### src/include/conv_defs.svh
`ifndef CONV_DEFS_SVH
`define CONV_DEFS_SVH

// pixel and weight width, signed
`define CONV_PIX_W      8

// accumulator and result width, signed
`define CONV_ACC_W      24

// square image side
`define CONV_IMG_SIZE   4

`define CONV_NUM_CH     3
`define CONV_NUM_KER    4

// 3x3 window
`define CONV_TAPS       9

// fifo entries, also the producer's starting credit count
`define CONV_FIFO_DEPTH 4

`endif

### src/hdl/conv_pkg.sv
`default_nettype none

`include "conv_defs.svh"

package conv_pkg;

	typedef logic signed [`CONV_PIX_W-1:0] pix_t;
	typedef logic signed [`CONV_ACC_W-1:0] acc_t;

	// zero_pad: 1 zero padding, 0 replicate
	// leaky:    1 leaky relu, 0 plain relu
	typedef struct packed {
		logic zero_pad;
		logic leaky;
	} conv_mode_t;

	// channel, row, column
	typedef pix_t [`CONV_NUM_CH-1:0][`CONV_IMG_SIZE-1:0][`CONV_IMG_SIZE-1:0] image_t;

	// channel, kernel-major tap index
	typedef pix_t [`CONV_NUM_CH-1:0][`CONV_NUM_KER*`CONV_TAPS-1:0] kernel_bank_t;

	// one padded window plus the weights of its kernel
	typedef struct packed {
		pix_t [`CONV_NUM_CH-1:0][`CONV_TAPS-1:0] pix;
		pix_t [`CONV_NUM_CH-1:0][`CONV_TAPS-1:0] wgt;
		conv_mode_t                              mode;
	} window_item_t;

endpackage

`default_nettype wire

### src/hdl/frame_loader.sv
`default_nettype none

`include "conv_defs.svh"

module frame_loader (
	input  wire                       clk,
	input  wire                       rst_n,
	input  wire                       mode_valid,
	input  wire conv_pkg::conv_mode_t mode,
	input  wire                       img_valid,
	input  wire                       ker_valid,
	input  wire conv_pkg::pix_t       image_1,
	input  wire conv_pkg::pix_t       image_2,
	input  wire conv_pkg::pix_t       image_3,
	input  wire conv_pkg::pix_t       kernel_1,
	input  wire conv_pkg::pix_t       kernel_2,
	input  wire conv_pkg::pix_t       kernel_3,
	output conv_pkg::conv_mode_t      frame_mode,
	output conv_pkg::image_t          image,
	output conv_pkg::kernel_bank_t    kernels,
	output logic                      start
);

	localparam int POS_W    = $clog2(`CONV_IMG_SIZE);
	localparam int KER_TAPS = `CONV_NUM_KER * `CONV_TAPS;
	localparam int KIDX_W   = $clog2(KER_TAPS);

	logic [POS_W-1:0]                  img_row;
	logic [POS_W-1:0]                  img_col;
	logic [KIDX_W-1:0]                 ker_idx;
	conv_pkg::pix_t [`CONV_NUM_CH-1:0] img_beat;
	conv_pkg::pix_t [`CONV_NUM_CH-1:0] ker_beat;

	assign img_beat = {image_3, image_2, image_1};
	assign ker_beat = {kernel_3, kernel_2, kernel_1};

	always_ff @(posedge clk or negedge rst_n) begin
		if (!rst_n) begin
			frame_mode <= '0;
		end else if (mode_valid) begin
			frame_mode <= mode;
		end
	end

	// ------------------------------
	// image raster position
	// ------------------------------
	// restarts whenever the image burst ends
	always_ff @(posedge clk or negedge rst_n) begin
		if (!rst_n) begin
			img_row <= '0;
			img_col <= '0;
		end else if (img_valid) begin
			if (img_col == POS_W'(`CONV_IMG_SIZE - 1)) begin
				img_col <= '0;
				img_row <= img_row + 1'b1;
			end else begin
				img_col <= img_col + 1'b1;
			end
		end else begin
			img_row <= '0;
			img_col <= '0;
		end
	end

	// ------------------------------
	// kernel tap index and start
	// ------------------------------
	always_ff @(posedge clk or negedge rst_n) begin
		if (!rst_n) begin
			ker_idx <= '0;
			start   <= 1'b0;
		end else begin
			start <= 1'b0;
			if (ker_valid) begin
				if (ker_idx == KIDX_W'(KER_TAPS - 1)) begin
					// last tap of the last kernel
					ker_idx <= '0;
					start   <= 1'b1;
				end else begin
					ker_idx <= ker_idx + 1'b1;
				end
			end
		end
	end

	// pixel and weight stores
	always_ff @(posedge clk) begin
		for (int ch = 0; ch < `CONV_NUM_CH; ch++) begin
			if (img_valid) begin
				image[ch][img_row][img_col] <= img_beat[ch];
			end
			if (ker_valid) begin
				kernels[ch][ker_idx] <= ker_beat[ch];
			end
		end
	end

endmodule

`default_nettype wire

### config.mk
export PLATFORM = sky130hd
export DESIGN_NAME = frame_loader
export DESIGN_NICKNAME = d
export VERILOG_FILES = /design/src/hdl/conv_pkg.sv /design/src/hdl/frame_loader.sv
export VERILOG_INCLUDE_DIRS = /design/src /design/src/include
export SDC_FILE = /design/constraint.sdc
export NUM_CORES = 1
export LEC_CHECK = 0
export CORE_AREA = 5 5 505 507
export CTS_CLUSTER_DIAMETER = 80
export CTS_CLUSTER_SIZE = 16
export DETAILED_ROUTE_END_ITERATION = 6
export DIE_AREA = 0 0 510 512
export DONT_BUFFER_PORTS = 1
export PLACE_DENSITY = 0.3
export SYNTH_ARGS = -nofsm -noshare
export SYNTH_HDL_FRONTEND = slang
export SYNTH_SLANG_ARGS = --single-unit
### constraint.sdc
create_clock -name clk -period 2.81 [get_ports clk]
set_input_delay 0.4215 -clock clk [delete_from_list [all_inputs] [get_ports clk]]
set_output_delay 0.4215 -clock clk [all_outputs]
set_load 0.005 [all_outputs]
==> impl_metrics.tcl <==
set metrics [dict create \
    drt_pre_antenna_iters 4 \
    area_growth_pct 22.75 \
    drtAntennaViolNets 0 \
    placed_cell_area_um2 43230 \
    dieArea_um2 261100 \
    clk_latency_ns 0.73 \
    power_mw 36.82 \
    drive_above_1_share_pct 15.22 \
    cts_resized 0 \
    place_congestion 0.7650 \
    outcome "finished clean" \
    grt_max_degree 37 \
    avgRoutedWirePerCell_um 30.82 \
    cts.sink_count 1261 \
    row_count 184 \
    placed_cells 4765 \
    r2r_end "kernels[840]" \
    antenna_found_initial 19 \
    power.leakage_nw 13.90 \
    htreeDepth 3 \
    worstPathMaxFanout 24 \
    async_reset_ff_share_pct 1.031 \
    max_cap_violations 0 \
    avgSynthCellArea_um2 27.99 \
    num_io_pins 1306 \
    yosys-top-cells-count "edfxtp_1, nor2_1, and3_1, dfrtp_1, ha_1" \
    power_density_nw_per_um2 777.7 \
    nets 1663 \
    syn_inst 1378 \
    synth_warnings 0 \
    via_count 15910 \
    ys_seq_area_share_pct 98.00 \
    synthFlopType "edfxtp_1" \
    cts_tree "done" \
    routed_via_density 3.194 \
    yosysTopAreaCellShare_pct 97.16 \
    clk_path_buf_depth 3 \
    coreArea_um2 250000 \
    timing.rr.start "ker_idx[3]" \
    synth.largest_area_cell "edfxtp_1" \
    start_kind "flop" \
    critPathRequiredTime_ns 3.19 \
    holdWs_ns 0.2642 \
    post_cts_buffers 0 \
    slew_headroom_pct 31.35 \
    grt_pass1_wl_um 190700 \
    hpwl_um 102500 \
    min_from "ker_valid" \
    cts_buffers 97 \
    fmax_mhz 466.9 \
    min_period_ns 2.142 \
    worstHoldEndpoint "ker_idx[5]" \
    root_buffer "clkbuf_16" \
    finalSetupTns_ns 0 \
    postCtsHoldBufs 83 \
    ys_types 32 \
    ir_drop_v 0.0004426 \
    worst_slew_pin_slew_ns 1.026 \
    routed_wirelength_um 153500 \
    drc 0 \
    synth_most_common_cell "edfxtp_1" \
    synth_area_um2 38570 \
    drt_iter0_drc 1472 \
    setup_viol 0 \
    synth_seq_cells 1261 \
    dieWidth_um 510 \
    fin_crit_sh_pct 76.21 \
    end_kind "flop" \
    n_fill_cell 26310 \
    min_path_cells 3 \
    synth_edf_count 1248 \
    synth_area_leaders "edfxtp_1, dfrtp_1, nor2_1" \
    grt-ovfl-total 0 \
    critical_path_class "reg2reg" \
    rsz0062_at_grt "no" \
    hold_class "in2reg" \
    grt_use_total_pct 11.06 \
    hold_viol 0 \
    initial_core_util_pct 15.43 \
    syn_nets 1442 \
    finalClockSkew_ns 0.05968 \
    final_cell_area_um2 47350 \
    dieHeight_um 512 \
    layout.cells.non_filler 4982 \
    clk_pin_slew_ns 0.07 \
    cp.arrival_ns 2.52 \
    grt_pass1_vias 16320 \
    r2r_slack_ns 0.67 \
    ff2ff_path_depth 4 \
    final_max_slew_viol_count 0 \
    numPortBuffers 0 \
]
[power by group]
group          leakage, nW  switching (mW)  internal, mW
registers             11.4           0.544          21.4
logic                 1.12            1.31         0.332
clock network         1.37            6.75          6.47
total                 13.9            8.60          28.2
[area by class of cell]
| type | count | area, um2 | area share [%] |
|---|---|---|---|
| timing repair buffer | 130 | 1649 | 3.483 |
| clock inverter | 25 | 365.4 | 0.7717 |
| sequential | 1261 | 37800 | 79.84 |
| antenna | 11 | 27.53 | 0.05814 |
| multi-input combinational | 104 | 842.1 | 1.779 |
| inverter | 5 | 18.77 | 0.03964 |
| clock buffer | 98 | 2452 | 5.180 |
| tap | 3348 | 4189 | 8.848 |
[logic make-up (layout without fill, tap and decap cells)]
kind of cell | Yosys count | after routing | share of synthesized area (%)
fa+ha+maj | 9 | 9 | 0.2920
flops | 1261 | 1261 | 98.00
buf+inv | 13 | 258 | 0.2011
simple gates | 83 | 83 | 1.194
other cells | 0 | 11 | 0
compound gates | 4 | 4 | 0.1006
mux | 5 | 5 | 0.1395
xor+xnor | 3 | 3 | 0.06813
[registers in the layout (all words and copies together), names as in the netlist]
signal,cells
kernels,864
image,384
ker_idx,6
frame_mode,2
img_col,2
img_row,2
start,1
[stage by stage]
| stage | setup slack [ns] | utilization, % |
|---|---|---|
| floorplan | 0.4394 | - |
| global placement | 0.5669 | 17.29 |
| detailed placement | 0.5421 | 17.29 |
| CTS | 0.5357 | 18.93 |
| global route | 0.5254 | 18.93 |
| finish | 0.6684 | 18.94 |
[how the worst max path moves through the flow]
stage / startpoint / to / slack (ns) / cells past startpoint
global route: ker_idx[2] / kernels[601] / 0.53 / 3
finish: ker_idx[3] / kernels[840] / 0.67 / 4
global placement: ker_idx[2] / kernels[314] / 0.57 / 3
floorplan: ker_idx[0] / kernels[160] / 0.44 / 3
CTS: ker_idx[2] / kernels[601] / 0.54 / 3
detailed placement: ker_idx[2] / kernels[314] / 0.54 / 3
[layout by cell type (no fill, tap or decap), drive strengths merged, types with 2 or more instances in the layout]
| cell type | count |
|---|---|
| or3b | 2 |
| nand4 | 3 |
| dlygate4sd3 | 57 |
| diode | 11 |
| mux2i | 2 |
| nand3b | 4 |
| xnor2 | 2 |
| mux2 | 3 |
| dfrtp | 13 |
| clkinv | 15 |
| nor2 | 40 |
| inv | 13 |
| edfxtp | 1248 |
| buf | 73 |
| nand2 | 4 |
| nand3 | 3 |
| and3 | 16 |
| and2 | 2 |
| clkbuf | 98 |
| nor2b | 3 |
| nor3b | 2 |
| ha | 9 |
[critical path: stages (launching register included)]
cell,delay [ns]
dfrtp_1,0.50
nor2b_2,0.22
nand3b_1,0.42
nor2_4,0.21
buf_4,0.38
[per-layer routing]
metal / track usage, % / share of wire, % / vias to the layer above / wire (um)
met5: 0 / 0.0085 / - / 13
met2: 19.79 / 51 / 1159 / 78260
met4: 3.194 / 2.3 / 2 / 3598
met1: 10.95 / 34 / 8616 / 51620
met3: 6.025 / 13 / 164 / 20040
li1: - / - / 5971 / -
No activity file was read; power rests on OpenSTA's default activity.
