===== config.mk =====
export PLATFORM = sky130hd
export DESIGN_NAME = window_fifo
export DESIGN_NICKNAME = d
export VERILOG_FILES = /design/src/hdl/conv_pkg.sv /design/src/hdl/window_fifo.sv
export VERILOG_INCLUDE_DIRS = /design/src /design/src/include
export SDC_FILE = /design/constraint.sdc
export NUM_CORES = 1
export LEC_CHECK = 0
export BUFFER_PORTS_ARGS = -buffer_cell sky130_fd_sc_hd__buf_2
export CAP_MARGIN = 20
export CORE_ASPECT_RATIO = 0.8
export CORE_UTILIZATION = 30
export DETAILED_ROUTE_END_ITERATION = 6
export GPL_TIMING_DRIVEN = 0
export SETUP_SLACK_MARGIN = 0.02
export SYNTH_ARGS = -nofsm -noshare
export SYNTH_HDL_FRONTEND = slang
export SYNTH_SLANG_ARGS = --single-unit

===== constraint.sdc =====
create_clock -name clk -period 11.1 [get_ports clk]
set_clock_uncertainty 0.05 [all_clocks]
set_input_delay 1.11 -clock clk [delete_from_list [all_inputs] [get_ports clk]]
set_output_delay 1.11 -clock clk [all_outputs]
set_load 0.01 [all_outputs]

===== src/include/conv_defs.svh =====
`ifndef CONV_DEFS_SVH
`define CONV_DEFS_SVH

// pixel and weight width, signed
`define CONV_PIX_W      8

// accumulator and result width, signed
`define CONV_ACC_W      24

// square image side
`define CONV_IMG_SIZE   4

`define CONV_NUM_CH     3
`define CONV_NUM_KER    4

// 3x3 window
`define CONV_TAPS       9

// fifo entries, also the producer's starting credit count
`define CONV_FIFO_DEPTH 4

`endif


===== src/hdl/conv_pkg.sv =====
`default_nettype none

`include "conv_defs.svh"

package conv_pkg;

	typedef logic signed [`CONV_PIX_W-1:0] pix_t;
	typedef logic signed [`CONV_ACC_W-1:0] acc_t;

	// zero_pad: 1 zero padding, 0 replicate
	// leaky:    1 leaky relu, 0 plain relu
	typedef struct packed {
		logic zero_pad;
		logic leaky;
	} conv_mode_t;

	// channel, row, column
	typedef pix_t [`CONV_NUM_CH-1:0][`CONV_IMG_SIZE-1:0][`CONV_IMG_SIZE-1:0] image_t;

	// channel, kernel-major tap index
	typedef pix_t [`CONV_NUM_CH-1:0][`CONV_NUM_KER*`CONV_TAPS-1:0] kernel_bank_t;

	// one padded window plus the weights of its kernel
	typedef struct packed {
		pix_t [`CONV_NUM_CH-1:0][`CONV_TAPS-1:0] pix;
		pix_t [`CONV_NUM_CH-1:0][`CONV_TAPS-1:0] wgt;
		conv_mode_t                              mode;
	} window_item_t;

endpackage

`default_nettype wire


===== src/hdl/window_fifo.sv =====
`default_nettype none

`include "conv_defs.svh"

module window_fifo (
	input  wire                          clk,
	input  wire                          rst_n,
	input  wire                          push,
	input  wire conv_pkg::window_item_t  item,
	output logic                         head_valid,
	output conv_pkg::window_item_t       head,
	input  wire                          pop,
	output logic                         credit_ret
);

	localparam int DEPTH = `CONV_FIFO_DEPTH;
	localparam int PTR_W = $clog2(DEPTH);
	localparam int CNT_W = $clog2(DEPTH + 1);

	conv_pkg::window_item_t mem [DEPTH];

	logic [PTR_W-1:0] wr_ptr;
	logic [PTR_W-1:0] rd_ptr;
	logic [CNT_W-1:0] count;

	assign head_valid = (count != '0);
	assign head       = mem[rd_ptr];

	always_ff @(posedge clk) begin
		if (push) begin
			mem[wr_ptr] <= item;
		end
	end

	// ------------------------------
	// pointers and fill level
	// ------------------------------
	always_ff @(posedge clk or negedge rst_n) begin
		if (!rst_n) begin
			wr_ptr <= '0;
			rd_ptr <= '0;
			count  <= '0;
		end else begin
			if (push) begin
				wr_ptr <= (wr_ptr == PTR_W'(DEPTH - 1)) ? '0 : wr_ptr + 1'b1;
			end
			if (pop) begin
				rd_ptr <= (rd_ptr == PTR_W'(DEPTH - 1)) ? '0 : rd_ptr + 1'b1;
			end
			case ({push, pop})
				2'b10:   count <= count + 1'b1;
				2'b01:   count <= count - 1'b1;
				default: count <= count;
			endcase
		end
	end

	// freed slot goes back to the producer a cycle later
	always_ff @(posedge clk or negedge rst_n) begin
		if (!rst_n) begin
			credit_ret <= 1'b0;
		end else begin
			credit_ret <= pop;
		end
	end

endmodule

`default_nettype wire


==> results of run 1 <==
-- per-layer routing --
layer,GRT usage (%),up-vias,wire length (um)
met2,23.38,941,75930
met4,4.653,68,4298
met3,5.332,313,12760
met5,0,-,408
met1,16.37,15180,56690
li1,-,12340,-
-- cells by family (layout without fill, tap and decap cells) --
| family | after synthesis | after routing | synth area share [%] |
|---|---|---|---|
| AO/OA/AOI/OAI | 3 | 3 | 0.02386 |
| XOR/XNOR | 3 | 3 | 0.04178 |
| adder cells (fa/ha/maj) | 7 | 7 | 0.1512 |
| buffers and inverters | 103 | 1324 | 0.9368 |
| flip-flops | 1744 | 1744 | 83.19 |
| multiplexers | 436 | 436 | 15.57 |
| other | 0 | 18 | 0 |
| AND/OR/NAND/NOR | 10 | 10 | 0.08354 |
-- flip-flops by register name (all words and copies together), names as in the netlist --
register and cells:
mem 1736, count 3, rd_ptr 2, wr_ptr 2
credit_ret 1
-- per-stage QoR --
step / worst slack (ps) / power (uW) / cells / cell area [um^2]
global placement: -9734 / 15530 / 5972 / 70770
CTS: 5541 / 20880 / 6320 / 77290
global route: 5580 / 21380 / 6333 / 77330
detailed placement: 6470 / 15110 / 6008 / 71760
floorplan: -598.8 / 12570 / 2306 / 62910
finish: 6035 / 20460 / 6338 / 77340
-- worst paths after layout --
path	start	end	slack, ps	depth (start not counted)
worst min register to register	count[2]$_DFFE_PN0P_	count[2]$_DFFE_PN0P_	430	1
worst max-delay path	rd_ptr[1]$_DFFE_PN0P_	head[300]	6040	5
worst max register to register	wr_ptr[1]$_DFFE_PN0P_	mem[1][301]$_DFFE_PP_	8420	6
worst min-delay path	count[2]$_DFFE_PN0P_	count[2]$_DFFE_PN0P_	430	1
min in group asynchronous	rst_n	wr_ptr[1]$_DFFE_PN0P_	690	2
max in group asynchronous	rst_n	credit_ret$_DFF_PN0_	10140	2
-- power breakdown --
part	switching (uW)	internal [uW]
logic	3520	2620
registers	196	8410
clock network	2450	3270
-- Yosys cell counts, drive strengths merged --
library cell / instances / area share [%]
edfxtp: 1736 / 83
mux4: 434 / 16
buf: 82 / 0.81
clkbuf: 15 / 0.089
dfrtp: 8 / 0.32
ha: 6 / 0.12
inv: 6 / 0.036
and2: 4 / 0.040
o21ai: 3 / 0.024
mux2: 2 / 0.036
nand2: 2 / 0.012
nor2: 2 / 0.012
or3: 2 / 0.020
xor2: 2 / 0.028
fa: 1 / 0.032
xnor2: 1 / 0.014
-- timing repair --
action,in CTS,in global routing
hold buffers,1,0
hold endpoints to repair,8,0
gates resized for setup,0,0
-- layout make-up --
type	instances	area, um^2
inverters	6	22.52
well taps	2793	3495
diodes	18	45.04
multi-input cells	459	9996
flip-flops and latches	1744	52330
fillers	18880	130000
plain buffers	97	566.8
clock buffers	216	4554
repair buffers	910	5363
clock inverters	95	967.2
-- critical path, delay by kind of cell, from the launching register on --
kind / cells / cell delay (ps)
buffers and inverters: 4 / 1970
DFF: 1 / 630
muxes: 1 / 440
==> flow_summary.ini, run 1 <==
[sta]
fmax_mhz = 197.4
relSlewSlack_pct = 26.80
worst_pin_slew_ps = 1098
min_period_over_period_pct = 45.63
setup_viol = 0
hold_ws_ps = 426.8
finalHoldViolCount = 0
final.setup.tns_ps = 0
maxSlewViolCount = 0
rsz0062_at_grt = no
period_minus_slack_ps = 5065

[setup_path]
cp_slowest_cell = clkbuf_1
cp_common_cell = buf_2
crit_arrival_ps = 3900
crit_fanout = 11
slowest_delay_ps = 760
critical_path_required_ps = 9940
critPathCaptureType = primary output
cp-start-kind = flip-flop
worst-setup-path-type = reg2out
worstPathCellList = buf_2, clkbuf_1, buf_2, mux4_2, buf_2

[clock_network]
cts_tree = done
htreeDepth = 4
cts_setup_buffers = 0
cts_sinks = 1744
clock_latency_ps = 810
numCtsBuffers = 174
cts-root-buf = clkbuf_16
clk_pin_slew_worst_paths_ps = 60
cts_buffer_depth = 3

[run]
max_cap_violations = 0

[synthesis]
synth_area_per_cell_um2 = 27.28
ys_seq_elements = 1744
synthCells = 2306
yosysWarnings = 0
syn_area_mm2 = 0.06291
ys_seq_area_share_pct = 83.19
syn_nets = 2751
ys_types = 19

[placed_design]
dp_hpwl_mm = 102.1
numPortBuffers = 873
gp_congestion = 0.7318

[grt]
grt_pass1_wl_mm = 212.5
grt_pass1_vias = 30010
grt_antenna_before_repair = 78
grtUsageTotal_pct = 13.94
overflow = 0
grt_max_degree = 57

[final_layout]
drive_gt1_share_pct = 46.90
postLayoutCoreUtil_pct = 37.31
area_growth_pct = 22.95
final_common_cell = edfxtp_1
final_cell_mix = edfxtp_1, buf_2, mux4_2, clkbuf_16, clkbuf_1
num-nets-final = 3837

[min_path]
hold_path.class = reg2reg

[route]
drc = 0
dr_total_vias = 28840
drtAntennaViolNets = 0
drt_iter0_drc = 2126
wire_per_inst_um = 23.68
viasPerCell = 4.550
first_pass_iters = 5
wl_mm = 150.1

[floorplanning]
core_area_mm2 = 0.2073
die_w_um = 514.0
die_area_mm2 = 0.2115
fp.dieH_um = 411.6
start_util_pct = 30.34
top_level_ports = 874
fp-row-count = 149

[power_and_ir_drop]
p_per_area_mw_per_mm2 = 264.5
peakVddDrop_mv = 0.1521
p_leak_uw = 0.02577

[run_status]
status = finished, final reports clean
No activity file was read; power rests on OpenSTA's default activity.
==> run 2: changes to the inputs <==
==> constraint.sdc (replaced) <==
create_clock -name clk -period 5.2 [get_ports clk]
set_clock_uncertainty 0.05 [all_clocks]
set_input_delay 0.52 -clock clk [delete_from_list [all_inputs] [get_ports clk]]
set_output_delay 0.52 -clock clk [all_outputs]
set_load 0.01 [all_outputs]
==> run 2 against run 1 <==
Utilization is 2.1 points higher. Combinational power is 120% higher. Design area is 5.7% higher. Sequential cell count stayed put. Via count is 4.9% higher. Wire length is 2.3% higher. Critical path type unchanged. Critical endpoint is now head[312].
==> flow_summary.ini, run 2 (synthesized netlist as in run 1, its figures left out) <==
[floorplanning]
fp-row-count = 149
start_util_pct = 30.34
core_area_mm2 = 0.2073
top_level_ports = 874
die_w_um = 514.0
die_area_mm2 = 0.2115
fp.dieH_um = 411.6

[clock_network]
cts_sinks = 1744
htreeDepth = 4
postCtsResizedCells = 0
cts-root-buf = clkbuf_16
clock_latency_ps = 800
clk_pin_slew_worst_paths_ps = 70
cts_tree = done
numCtsBuffers = 175
cts_buffer_depth = 3

[final_layout]
largestRegisters = mem x1736, count x3
final_cell_mix = edfxtp_1, buf_2, dlygate4sd3_1, mux4_2, clkbuf_16
top_register = mem
instances_no_fill = 6777
final_common_cell = edfxtp_1
largest_reg_flops = 1736
num-nets-final = 4278
drive_gt1_share_pct = 41.93
area_growth_pct = 29.93

[route]
dr_total_vias = 30260
drc = 0
wire_per_inst_um = 22.65
first_pass_iters = 5
drt_iter0_drc = 2171
drtAntennaViolNets = 0
viasPerCell = 4.465
wl_mm = 153.5

[grt]
grt_pass1_vias = 32290
grt_antenna_before_repair = 17
grtUsageTotal_pct = 14.23
grt_pass1_wl_mm = 220.0
overflow = 0
grt_max_degree = 56

[setup_path]
critical_path_depth = 6
cp_slowest_cell = dfrtp_1
startpoint = rd_ptr[1]$_DFFE_PN0P_
reg2reg_depth = 7
crit_arrival_ps = 3390
worstPathCellList = buf_2, clkbuf_1, buf_16, buf_2, mux4_2, buf_2
critPathCaptureType = primary output
crit_family = buffers and inverters
cp-start-kind = flip-flop
r2r_slack_ps = 2140
worstReg2RegEnd = mem[0][232]$_DFFE_PP_
cp_common_cell = buf_2
critical_path_required_ps = 4630
cp_num_buf_inv = 5
slowest_delay_ps = 460
crit_path_end = head[312]
r2r_start = wr_ptr[1]$_DFFE_PN0P_
worst-setup-path-type = reg2out
crit_fanout = 10

[power_and_ir_drop]
p_per_area_mw_per_mm2 = 539.6
power_uw = 44100
peakVddDrop_mv = 0.3671
p_leak_uw = 0.02764

[min_path]
hold_path.class = in2async

[sta]
setup_viol = 0
period_minus_slack_ps = 3964
setup_ws_ps = 1236
min_period_over_period_pct = 76.23
finalHoldViolCount = 0
rsz0062_at_grt = no
worst_pin_slew_ps = 918.9
fmax_mhz = 252.3
relSlewSlack_pct = 38.74
hold_ws_ps = 148.6
maxSlewViolCount = 0

[placed_design]
dp_hpwl_mm = 102.4
gp_congestion = 0.7328
dp_cells = 6012
dp_slack_ps = 1673
numPortBuffers = 873

[run_status]
status = finished, final reports clean

[run]
max_cap_violations = 0
## run 2: cell count changes in the layout (fill, tap and decap cells not counted), sizes merged
cell         before  now
clkbuf          231  228
dlygate4sd3       1  437
inv              20   23
diode            18    8
bufinv           15   12
clkinv           60   72
buf             991  995
## run 2: worst min path at each step
| stage | start | endpoint | slack [ps] | cells after the start |
|---|---|---|---|---|
| 2_1_floorplan | rst_n | count[0]$_DFFE_PN0P_ | 170 | 0 |
| 3_3_place_gp | rst_n | credit_ret$_DFF_PN0_ | 340 | 1 |
| 3_5_place_dp | rst_n | credit_ret$_DFF_PN0_ | 340 | 1 |
| 4_1_cts | rst_n | wr_ptr[1]$_DFFE_PN0P_ | 60 | 2 |
| 5_1_grt | rst_n | wr_ptr[1]$_DFFE_PN0P_ | 90 | 2 |
| 6_report | rst_n | wr_ptr[1]$_DFFE_PN0P_ | 150 | 2 |
## run 2: report_power, final
group / total, uW / leakage (uW) / internal (uW) / switching, uW
Combinational: 13500 / 0.00891 / 5840 / 7690
Clock: 12200 / 0.00269 / 6900 / 5320
Sequential: 18400 / 0.0160 / 17900 / 407
Total: 44100 / 0.0276 / 30700 / 13400
## run 2: worst register-to-register path, cell delays in order, from the launching register on
cell	delay, ps
dfrtp_1	410
inv_1	110
ha_1	150
and2_4	500
buf_16	310
buf_16	310
buf_16	410
buf_16	350
## run 2: area by class of cell
type / instances / area, um^2
plain buffers: 97 / 566.8
well taps: 2793 / 3495
multi-input cells: 459 / 9996
clock inverters: 107 / 929.6
diodes: 8 / 20.02
repair buffers: 1350 / 9787
flip-flops and latches: 1744 / 52330
inverters: 6 / 22.52
fillers: 18470 / 125600
clock buffers: 213 / 4586
## run 2: stage by stage
step | cell area, um^2 | utilization [%] | setup TNS [ps]
CTS | 81710 | 39.42 | 0
floorplan | 62910 | - | -484420
global route | 81730 | 39.42 | 0
detailed placement | 71820 | 34.65 | 0
global placement | 70780 | 34.14 | -4708910
finish | 81730 | 39.43 | 0
## run 2: routing by layer
layer	up-vias	GRT usage (%)	part of all wire, %
met4	14	4.554	2.8
li1	13200	-	-
met3	239	4.509	7.3
met5	-	0	0.055
met2	918	24.05	51
met1	15890	17.27	39
## run 2: timing repair
item	4_1_cts	5_1_grt
hold buffers	437	0
hold endpoints to repair	1749	0
setup buffers	0	0
